==> src/verilog/up_macros.svh <==
`ifndef UP_MACROS_SVH
`define UP_MACROS_SVH

// Unified code and data memory, in bytes
`define UP_MEM_SIZE     256

// pc counts nibbles, so nibble 8 is byte 4, just past the register image
`define UP_PC_RESET     8'h08

// Stack grows down from the top byte
`define UP_SP_RESET     8'hFF

// Interrupt entry, as a nibble address
`define UP_INT_VECTOR   8'h00

`endif

==> src/verilog/up_pkg.sv <==
package up_pkg;

   typedef logic [7:0] byte_t;
   typedef logic [3:0] nibble_t;
   typedef logic [4:0] alu_sel_t;

   typedef enum logic [3:0] {
      LOAD_REGS_0,
      LOAD_REGS_1,
      LOAD_REGS_2,
      LOAD_REGS_3,
      LOAD_REGS_4,
      FETCH,
      DECODE,
      EXECUTE_1,
      EXECUTE_2,
      EXECUTE_3,
      INT_1,
      INT_2,
      INT_3,
      INT_4
   } state_e;

   // Codes 0-6 line up with opcodes 0-6
   localparam alu_sel_t ALU_ADD     = 5'd0;
   localparam alu_sel_t ALU_SUB     = 5'd1;
   localparam alu_sel_t ALU_MUL     = 5'd2;
   localparam alu_sel_t ALU_NAND    = 5'd3;
   localparam alu_sel_t ALU_XOR01   = 5'd4;
   localparam alu_sel_t ALU_XOR12   = 5'd5;
   localparam alu_sel_t ALU_XOR23   = 5'd6;
   localparam alu_sel_t ALU_R0      = 5'd7;
   localparam alu_sel_t ALU_R2      = 5'd8;
   localparam alu_sel_t ALU_R3      = 5'd9;
   localparam alu_sel_t ALU_C0      = 5'd10;
   localparam alu_sel_t ALU_C1      = 5'd11;
   localparam alu_sel_t ALU_C2      = 5'd12;
   localparam alu_sel_t ALU_C3      = 5'd13;
   localparam alu_sel_t ALU_PC      = 5'd14;
   localparam alu_sel_t ALU_PC_BYTE = 5'd15;   // Byte address of pc
   localparam alu_sel_t ALU_SP      = 5'd16;
   localparam alu_sel_t ALU_SP_INC  = 5'd17;
   localparam alu_sel_t ALU_SP_DEC  = 5'd18;
   localparam alu_sel_t ALU_VECTOR  = 5'd19;
   localparam alu_sel_t ALU_MEM     = 5'd20;

   typedef struct packed {
      alu_sel_t   alu_sel;
      logic       ir_we;
      logic       pc_we;
      logic [2:0] rb_sel;   // Bit 2 picks result over rd_data, [1:0] the register
      logic       rb_we;
      logic       sp_we;
      logic       mem_we;
      logic       ale;
   } ctrl_t;

   typedef struct packed {
      logic  awvalid;
      byte_t awaddr;
      logic  wvalid;
      byte_t wdata;
      logic  bready;
      logic  arvalid;
      byte_t araddr;
      logic  rready;
   } axil_req_t;

   typedef struct packed {
      logic       awready;
      logic       wready;
      logic       bvalid;
      logic [1:0] bresp;
      logic       arready;
      logic       rvalid;
      byte_t      rdata;
      logic [1:0] rresp;
   } axil_rsp_t;

endpackage

==> src/verilog/up_controller.sv <==
`timescale 1ns/1ps

module up_controller (
   input  logic            clk,
   input  logic            nRst,
   input  logic            run,
   input  logic            intr,
   input  up_pkg::nibble_t ir,
   input  logic            eq_flag,
   output up_pkg::ctrl_t   ctrl
);
   import up_pkg::*;

   state_e state;
   state_e state_nx;
   ctrl_t  ctrl_nx;
   logic   int_en;
   logic   int_busy;   // In service
   logic   int_last;
   logic   int_go;
   logic   idle;

   // Edge is held pending until FETCH takes it
   assign int_go = intr & ~int_last & int_en & ~int_busy;
   // Parked in LOAD_REGS_0 with nothing issued yet
   assign idle   = (state == LOAD_REGS_0) && !ctrl.ale;

   function automatic ctrl_t ctrl_for(state_e st, nibble_t op, logic eq);
      ctrl_t c;
      c = '0;
      case (st)
         LOAD_REGS_0: begin
            c.alu_sel = ALU_C0;
            c.ale     = 1'b1;
         end
         LOAD_REGS_1, LOAD_REGS_2, LOAD_REGS_3: begin
            c.alu_sel = (st == LOAD_REGS_1) ? ALU_C1 : (st == LOAD_REGS_2) ? ALU_C2 : ALU_C3;
            c.ale     = 1'b1;
            c.rb_sel  = {1'b0, 2'(st - LOAD_REGS_1)};   // Previous byte into r0..r2
            c.rb_we   = 1'b1;
         end
         LOAD_REGS_4: begin
            c.rb_sel = 3'b011;
            c.rb_we  = 1'b1;
         end
         FETCH: begin
            c.alu_sel = ALU_PC_BYTE;
            c.ale     = 1'b1;
         end
         DECODE: begin
            c.ir_we   = 1'b1;   // Also steps pc
            c.alu_sel = ALU_SP;
            c.ale     = 1'b1;   // Stack slot ready for a call
         end
         EXECUTE_1: begin
            case (op)
               4'h0, 4'h1, 4'h2, 4'h3: begin
                  c.alu_sel = {1'b0, op};
                  c.rb_sel  = 3'b100;   // Result into r0
                  c.rb_we   = 1'b1;
               end
               4'h4, 4'h5, 4'h6: begin
                  c.alu_sel = {1'b0, op};
                  c.rb_sel  = {1'b1, op[1:0]};
                  c.rb_we   = 1'b1;
               end
               4'h7: begin
                  c.alu_sel = ALU_R3;
                  c.pc_we   = eq;
               end
               4'h8, 4'hA: begin
                  c.alu_sel = ALU_SP_INC;
                  c.sp_we   = 1'b1;
                  c.ale     = 1'b1;
               end
               4'h9: begin
                  c.alu_sel = ALU_PC;   // Return nibble
                  c.mem_we  = 1'b1;
               end
               4'hB: begin
                  c.alu_sel = ALU_SP;
                  c.ale     = 1'b1;
               end
               4'hC, 4'hD: begin
                  c.alu_sel = ALU_R3;
                  c.ale     = 1'b1;
               end
               4'hE: begin
                  c.alu_sel = ALU_R0;
                  c.ale     = 1'b1;
               end
               default: ;
            endcase
         end
         EXECUTE_2: begin
            case (op)
               4'h4, 4'h5, 4'h6: begin
                  c.alu_sel = {1'b0, op};
                  c.rb_sel  = {1'b1, op[1:0] + 2'd1};
                  c.rb_we   = 1'b1;
               end
               4'h8: begin
                  c.alu_sel = ALU_MEM;
                  c.pc_we   = 1'b1;
               end
               4'h9: begin
                  c.alu_sel = ALU_SP_DEC;
                  c.sp_we   = 1'b1;
               end
               4'hA, 4'hC: begin
                  c.rb_sel = 3'b010;
                  c.rb_we  = 1'b1;
               end
               4'hB, 4'hD: begin
                  c.alu_sel = ALU_R2;
                  c.mem_we  = 1'b1;
               end
               4'hE: begin
                  c.rb_sel = 3'b000;
                  c.rb_we  = 1'b1;
               end
               default: ;
            endcase
         end
         EXECUTE_3: begin
            case (op)
               4'h4, 4'h5, 4'h6: begin
                  c.alu_sel = {1'b0, op};
                  c.rb_sel  = {1'b1, op[1:0]};
                  c.rb_we   = 1'b1;
               end
               4'h9: begin
                  c.alu_sel = ALU_R3;
                  c.pc_we   = 1'b1;
               end
               4'hB: begin
                  c.alu_sel = ALU_SP_DEC;
                  c.sp_we   = 1'b1;
               end
               default: ;
            endcase
         end
         INT_1: begin
            c.alu_sel = ALU_SP;
            c.ale     = 1'b1;
         end
         INT_2: begin
            c.alu_sel = ALU_PC;   // Interrupted instruction
            c.mem_we  = 1'b1;
         end
         INT_3: begin
            c.alu_sel = ALU_SP_DEC;
            c.sp_we   = 1'b1;
         end
         INT_4: begin
            c.alu_sel = ALU_VECTOR;
            c.pc_we   = 1'b1;
         end
         default: ;
      endcase
      return c;
   endfunction

   always_comb begin
      case (state)
         LOAD_REGS_0: state_nx = idle ? LOAD_REGS_0 : LOAD_REGS_1;
         LOAD_REGS_1: state_nx = LOAD_REGS_2;
         LOAD_REGS_2: state_nx = LOAD_REGS_3;
         LOAD_REGS_3: state_nx = LOAD_REGS_4;
         LOAD_REGS_4: state_nx = FETCH;
         FETCH:       state_nx = int_go ? INT_1 : DECODE;
         DECODE:      state_nx = EXECUTE_1;
         EXECUTE_1: begin
            case (ir)
               4'h0, 4'h1, 4'h2, 4'h3, 4'h7, 4'hF: state_nx = FETCH;
               default:                            state_nx = EXECUTE_2;
            endcase
         end
         EXECUTE_2: begin
            case (ir)
               4'h4, 4'h5, 4'h6, 4'h9, 4'hB: state_nx = EXECUTE_3;
               default:                      state_nx = FETCH;
            endcase
         end
         INT_1:       state_nx = INT_2;
         INT_2:       state_nx = INT_3;
         INT_3:       state_nx = INT_4;
         default:     state_nx = FETCH;   // EXECUTE_3, INT_4
      endcase
      if (!run) begin
         state_nx = LOAD_REGS_0;
      end
      // Control word for the state being entered, ir comes early from decode
      ctrl_nx = run ? ctrl_for(state_nx, ir, eq_flag) : '0;
   end

   always_ff @(posedge clk or negedge nRst) begin
      if (!nRst) begin
         state    <= LOAD_REGS_0;
         ctrl     <= '0;
         int_en   <= 1'b0;
         int_busy <= 1'b0;
         int_last <= 1'b0;
      end else begin
         state <= state_nx;
         ctrl  <= ctrl_nx;
         if (!int_go) begin
            int_last <= intr;
         end
         if (state == FETCH && state_nx == INT_1) begin
            int_busy <= 1'b1;
         end
         if (state == EXECUTE_1 && ir == 4'h8) begin
            int_busy <= 1'b0;   // Return ends service
         end
         if (state == EXECUTE_1 && ir == 4'hF) begin
            int_en <= ~int_en;
         end
      end
   end

endmodule

==> src/verilog/up_datapath.sv <==
`timescale 1ns/1ps
`include "up_macros.svh"

module up_datapath (
   input  logic            clk,
   input  logic            nRst,
   input  up_pkg::ctrl_t   ctrl,
   input  up_pkg::byte_t   rd_data,
   output up_pkg::byte_t   result,
   output up_pkg::nibble_t ir,
   output logic            eq_flag
);
   import up_pkg::*;

   byte_t   r0;
   byte_t   r1;
   byte_t   r2;
   byte_t   r3;
   byte_t   pc;
   byte_t   sp;
   nibble_t ir_q;
   nibble_t fetch_nib;
   byte_t   rb_data;

   // Even nibble is the high half
   assign fetch_nib = pc[0] ? rd_data[3:0] : rd_data[7:4];
   // Controller sees the new opcode while it is being loaded
   assign ir        = ctrl.ir_we ? fetch_nib : ir_q;
   assign eq_flag   = (r1 == r2);
   assign rb_data   = ctrl.rb_sel[2] ? result : rd_data;

   always_comb begin
      case (ctrl.alu_sel)
         ALU_ADD:     result = r1 + r2;
         ALU_SUB:     result = r1 - r2;
         ALU_MUL:     result = r1 * r2;   // Low byte
         ALU_NAND:    result = ~(r1 & r2);
         ALU_XOR01:   result = r0 ^ r1;
         ALU_XOR12:   result = r1 ^ r2;
         ALU_XOR23:   result = r2 ^ r3;
         ALU_R0:      result = r0;
         ALU_R2:      result = r2;
         ALU_R3:      result = r3;
         ALU_C0:      result = 8'd0;
         ALU_C1:      result = 8'd1;
         ALU_C2:      result = 8'd2;
         ALU_C3:      result = 8'd3;
         ALU_PC:      result = pc;
         ALU_PC_BYTE: result = {1'b0, pc[7:1]};
         ALU_SP:      result = sp;
         ALU_SP_INC:  result = sp + 8'd1;
         ALU_SP_DEC:  result = sp - 8'd1;
         ALU_VECTOR:  result = `UP_INT_VECTOR;
         default:     result = rd_data;   // ALU_MEM
      endcase
   end

   always_ff @(posedge clk or negedge nRst) begin
      if (!nRst) begin
         r0   <= '0;
         r1   <= '0;
         r2   <= '0;
         r3   <= '0;
         pc   <= `UP_PC_RESET;
         sp   <= `UP_SP_RESET;
         ir_q <= '0;
      end else begin
         if (ctrl.pc_we) begin
            pc <= result;
         end else if (ctrl.ir_we) begin
            pc <= pc + 8'd1;   // Next nibble
         end
         if (ctrl.ir_we) begin
            ir_q <= fetch_nib;
         end
         if (ctrl.sp_we) begin
            sp <= result;
         end
         if (ctrl.rb_we) begin
            case (ctrl.rb_sel[1:0])
               2'd0: r0 <= rb_data;
               2'd1: r1 <= rb_data;
               2'd2: r2 <= rb_data;
               2'd3: r3 <= rb_data;
            endcase
         end
      end
   end

endmodule

==> src/verilog/up_memory.sv <==
`timescale 1ns/1ps
`include "up_macros.svh"

module up_memory (
   input  logic              clk,
   input  logic              nRst,
   input  up_pkg::ctrl_t     ctrl,
   input  up_pkg::byte_t     result,
   input  logic              run,
   input  up_pkg::axil_req_t host_req,
   output up_pkg::byte_t     rd_data,
   output up_pkg::axil_rsp_t host_rsp
);
   import up_pkg::*;

   byte_t mem [`UP_MEM_SIZE];
   byte_t addr_latch;
   byte_t rdata_q;
   logic  bvalid_q;
   logic  rvalid_q;
   logic  host_free;
   logic  wr_go;
   logic  rd_go;

   assign rd_data   = mem[addr_latch];
   // Host locked out while the core runs or a response waits
   assign host_free = !run && !bvalid_q && !rvalid_q;
   assign wr_go     = host_free && host_req.awvalid && host_req.wvalid;   // AW and W together
   assign rd_go     = host_free && host_req.arvalid;

   always_comb begin
      host_rsp         = '0;   // OKAY responses
      host_rsp.awready = wr_go;
      host_rsp.wready  = wr_go;
      host_rsp.bvalid  = bvalid_q;
      host_rsp.arready = rd_go;
      host_rsp.rvalid  = rvalid_q;
      host_rsp.rdata   = rdata_q;
   end

   always_ff @(posedge clk or negedge nRst) begin
      if (!nRst) begin
         addr_latch <= '0;
         bvalid_q   <= 1'b0;
         rvalid_q   <= 1'b0;
      end else begin
         if (ctrl.ale) begin
            addr_latch <= result;
         end
         if (wr_go) begin
            bvalid_q <= 1'b1;
         end else if (host_req.bready) begin
            bvalid_q <= 1'b0;
         end
         if (rd_go) begin
            rvalid_q <= 1'b1;
         end else if (host_req.rready) begin
            rvalid_q <= 1'b0;
         end
      end
   end

   always_ff @(posedge clk) begin
      if (rd_go) begin
         rdata_q <= mem[host_req.araddr];
      end
      if (wr_go) begin
         mem[host_req.awaddr] <= host_req.wdata;
      end
      if (ctrl.mem_we) begin
         mem[addr_latch] <= result;   // Core wins a same-cycle clash
      end
   end

endmodule

==> src/verilog/up_top.sv <==
`timescale 1ns/1ps

module up_top (
   input  logic              clk,
   input  logic              nRst,
   input  logic              run,
   input  logic              intr,
   input  up_pkg::axil_req_t host_req,
   output up_pkg::axil_rsp_t host_rsp
);
   import up_pkg::*;

   ctrl_t   ctrl;
   byte_t   result;
   byte_t   rd_data;
   nibble_t ir;
   logic    eq_flag;

   up_controller u_controller (
      .clk     (clk),
      .nRst    (nRst),
      .run     (run),
      .intr    (intr),
      .ir      (ir),
      .eq_flag (eq_flag),
      .ctrl    (ctrl)
   );

   up_datapath u_datapath (
      .clk     (clk),
      .nRst    (nRst),
      .ctrl    (ctrl),
      .rd_data (rd_data),
      .result  (result),
      .ir      (ir),
      .eq_flag (eq_flag)
   );

   up_memory u_memory (
      .clk      (clk),
      .nRst     (nRst),
      .ctrl     (ctrl),
      .result   (result),
      .run      (run),
      .host_req (host_req),
      .rd_data  (rd_data),
      .host_rsp (host_rsp)
   );

endmodule
==> config.mk <==
export PLATFORM = sky130hd
export DESIGN_NAME = up_top
export DESIGN_NICKNAME = d
export VERILOG_FILES = /design/src/verilog/up_pkg.sv /design/src/verilog/up_controller.sv /design/src/verilog/up_datapath.sv /design/src/verilog/up_memory.sv /design/src/verilog/up_top.sv
export VERILOG_INCLUDE_DIRS = /design/src /design/src/verilog
export SDC_FILE = /design/constraint.sdc
export NUM_CORES = 2
export LEC_CHECK = 0
export BUFFER_PORTS_ARGS = -buffer_cell sky130_fd_sc_hd__clkbuf_2
export CORE_UTILIZATION = 54
export DETAILED_ROUTE_END_ITERATION = 10
export MAX_ROUTING_LAYER = met4
export PLACE_DENSITY = 0.71
export SYNTH_ARGS = -nofsm -noshare
export SYNTH_HDL_FRONTEND = slang
export SYNTH_HIERARCHICAL = 1
export SYNTH_SLANG_ARGS = --single-unit
export TNS_END_PERCENT = 5
==> constraint.sdc <==
create_clock -name clk -period 7.8 [get_ports clk]
set_input_delay 0.78 -clock clk [delete_from_list [all_inputs] [get_ports clk]]
set_output_delay 0.78 -clock clk [all_outputs]
set_load 0.02 [all_outputs]
==> results.py <==
metrics = {
    "status": {
        "status": "finished with violations",
        "violations": "capacitance limit, slew limit",
    },
    "grt": {
        "grt_max_degree": 177,
        "antenna_found_initial": 50,
        "grtUsageTotal": 0.4184,
        "gr-total-overflow": 0,
        "grt_pass1_vias": 87970,
        "grt_first_pass_wirelength_um": 694200,
    },
    "power": {
        "swShare": 0.3947,
        "intPower_mw": 22.79,
        "finalPower_mw": 37.65,
        "p_seq_frac": 0.345,
        "peakVddDrop_uv": 733.1,
        "p_leak_nw": 45.72,
        "switchingPower_mw": 14.86,
        "clkPwrFrac": 0.293,
        "combPwrFrac": 0.363,
        "p_per_area_nw_per_um2": 263.3,
    },
    "detailed_routing": {
        "maxUsedRoutingLayer": "met4",
        "post-route-drc-count": 0,
        "avgViaCountPerCell": 7.762,
        "drt_iter0_drc": 14590,
        "dr.pass1.iters": 9,
        "wl_um": 499700,
        "route.met3.wl_um": 76430,
        "post_drt_wl_per_cell_um": 42.18,
        "postRouteAntennaNets": 0,
        "num_vias": 91970,
        "met1_length_um": 168400,
        "dr_wl_met2_um": 213700,
    },
    "layout": {
        "final_util": 0.5935,
        "largest_register_ffs": 2048,
        "regMostFlops": "u_memory/mem",
        "drive_gt1_frac": 0.4875,
        "area_growth_pct": 9.112,
        "fin_nets": 8469,
        "largestRegisters": "u_memory/mem (2048), u_controller/ctrl (14)",
    },
    "yosys": {
        "ys.flop_type": "edfxtp_1",
        "syn_inst": 8638,
        "yosysMostFrequentCell": "mux2_2",
        "syn-cell-area_um2": 131100,
        "yosysTopAreaCellShare": 0.4710,
        "synth.distinct_cells": 108,
        "synth_area_leaders": "edfxtp_1 (47%), mux2_2 (18%), mux4_2 (17%)",
        "synth_top_cell_by_area": "edfxtp_1",
        "syn_area_per_cell_um2": 15.17,
        "synth-async-reset-ratio": 0.03880,
        "yosysWarnings": 6,
        "synth_commonest_cells": "mux2_2 (2080), edfxtp_1 (2056), mux4_2 (1014)",
        "ys_ff_latch": 2139,
        "ys_seq_area_frac": 0.4870,
        "synth_edf_count": 2056,
    },
    "sta": {
        "report.final.slew_viol_count": 7,
        "holdWs_ns": 0.05187,
        "finalCritPeriodShare": 0.9996,
        "setup_viol": 0,
        "fmax_mhz": 128.3,
        "timing.final.ws_setup_ns": 0.003248,
        "relSlewSlack": -0.09073,
        "hold_violations": 0,
        "fin_skew_ns": 0.04676,
        "rsz0062_at_grt": "no",
        "fin_crit_ns": 7.797,
        "worst_slew_pin_slew_ns": 1.636,
    },
    "setup_path": {
        "worst-path-buf-inv": 7,
        "critPathLaunchType": "register",
        "cp_top_family": "compound AO/OA/AOI/OAI gates",
        "crit_path_max_incr_delay_ns": 0.83,
        "crit_top_cell": "buf_4",
        "cp.required_ns": 8.56,
        "end_kind": "register",
        "worstPathMaxFanout": 19,
        "cp_data_arrival_time_ns": 8.56,
        "rrSetupSlack_ns": 0.003,
        "critical_path_class": "reg2reg",
        "cpMaxStageDelayCell": "nor2b_4",
    },
    "clock_tree": {
        "cts_htree_levels": 4,
        "numCtsBuffers": 232,
        "insertion_delay_ns": 0.94,
        "clockBufferDepth": 3,
        "clock_sinks": 2139,
        "clkTransAtPathRegs_ns": 0.06,
        "cts_tree": "yes",
        "clockRootBuffer": "clkbuf_16",
    },
    "placed_design": {
        "routabilityCongestion": 1.056,
        "dp_slack_ns": -0.3361,
        "io_buffers": 45,
        "dp_hpwl_um": 325400,
    },
    "floorplanning": {
        "start_util": 0.5439,
        "dieArea_um2": 244700,
        "fp.dieH_um": 494.7,
        "fp-row-count": 180,
        "io_pins": 50,
        "core-area_um2": 241000,
        "die_w_um": 494.7,
    },
    "flow_run": {
        "maxCapViolCount": 3,
    },
    "hold_path": {
        "hold_path_class": "in2reg",
    },
}
layout by cell type (no fill, tap or decap), drive strengths merged, types with 49 or more instances in the layout:
master  Yosys  routed
o22ai     235     235
edfxtp   2056    2056
a22oi      67      67
a21oi     109     109
nor3       92      92
mux2i     341     341
ha         49      49
mux4     1014    1014
mux2     2081    2081
nand2     316     316
o21ai     184     184
o221ai    108     108
nor2      256     256
diode       0      93
nand3      63      63
buf       336     447
clkinv      2     114
clkbuf    649     318
inv        72      80
dfrtp      74      74
final cells by class:
cell class | count | area (um^2)
inverter | 74 | 300.3
timing repair buffer | 482 | 4369
clock inverter | 148 | 1370
antenna | 93 | 232.7
fill | 18270 | 97970
sequential | 2139 | 63840
multi-input combinational | 5443 | 62870
clock buffer | 284 | 6043
tap | 3185 | 3985
per-layer routing:
layer | GRT usage | vias to the layer above
met5 | - | -
met4 | 0.2812 | 0
met3 | 0.1607 | 1903
met2 | 0.5774 | 7875
met1 | 0.5076 | 47340
li1 | - | 34850
through the flow:
step,cells,TNS (ns),cell area (um^2)
6_report,11850,0,143000
5_1_grt,11820,0,142900
4_1_cts,11750,0,142700
3_5_place_dp,11310,-1.448,135200
3_3_place_gp,11310,-1.490,135200
2_1_floorplan,8641,0,131100
what timing repair did:
action                                 4_1_cts  5_1_grt
setup buffers                                3        5
hold buffers                                 1        0
endpoints found under the hold margin       43        0
setup endpoints to repair                    8        9
resized for setup                            1        2
power by group through the flow:
stage	Combinational, mW	Clock, mW	Sequential [mW]
after global routing	13.7	11.5	13.0
after floorplan	7.39	0	13.0
after global placement	12.7	0	13.2
after CTS	12.9	11.1	13.0
after detailed placement	12.9	0	13.2
final	13.7	11.0	13.0
worst paths after layout:
check | endpoint | startpoint | cells past startpoint
max in group asynchronous | u_memory/addr_latch[3]$_DFFE_PN0P_ | nRst | 3
worst max register to register | u_controller/ctrl[9]$_DFF_PN0_ | u_memory/addr_latch[3]$_DFFE_PN0P_ | 26
worst max-delay path | u_controller/ctrl[9]$_DFF_PN0_ | u_memory/addr_latch[3]$_DFFE_PN0P_ | 26
min in group asynchronous | u_controller/state[1]$_DFF_PN0_ | nRst | 2
worst min register to register | u_datapath/r3[0]$_DFFE_PN0P_ | u_datapath/r3[0]$_DFFE_PN0P_ | 2
worst min-delay path | u_memory/bvalid_q$_DFFE_PN0P_ | host_req[10] | 2
cells by family (layout without fill, tap and decap cells):
family	count (synthesis)	in the layout	synth area share
compound gates	961	961	0.05058
xor+xnor	39	39	0.002816
fa+ha+maj	64	64	0.006969
buf+inv	1059	988	0.03647
flops	2139	2139	0.4870
mux	3436	3436	0.3791
other cells	1	97	0.00002861
simple gates	939	939	0.03709
Power figures use the tool's default switching activity.
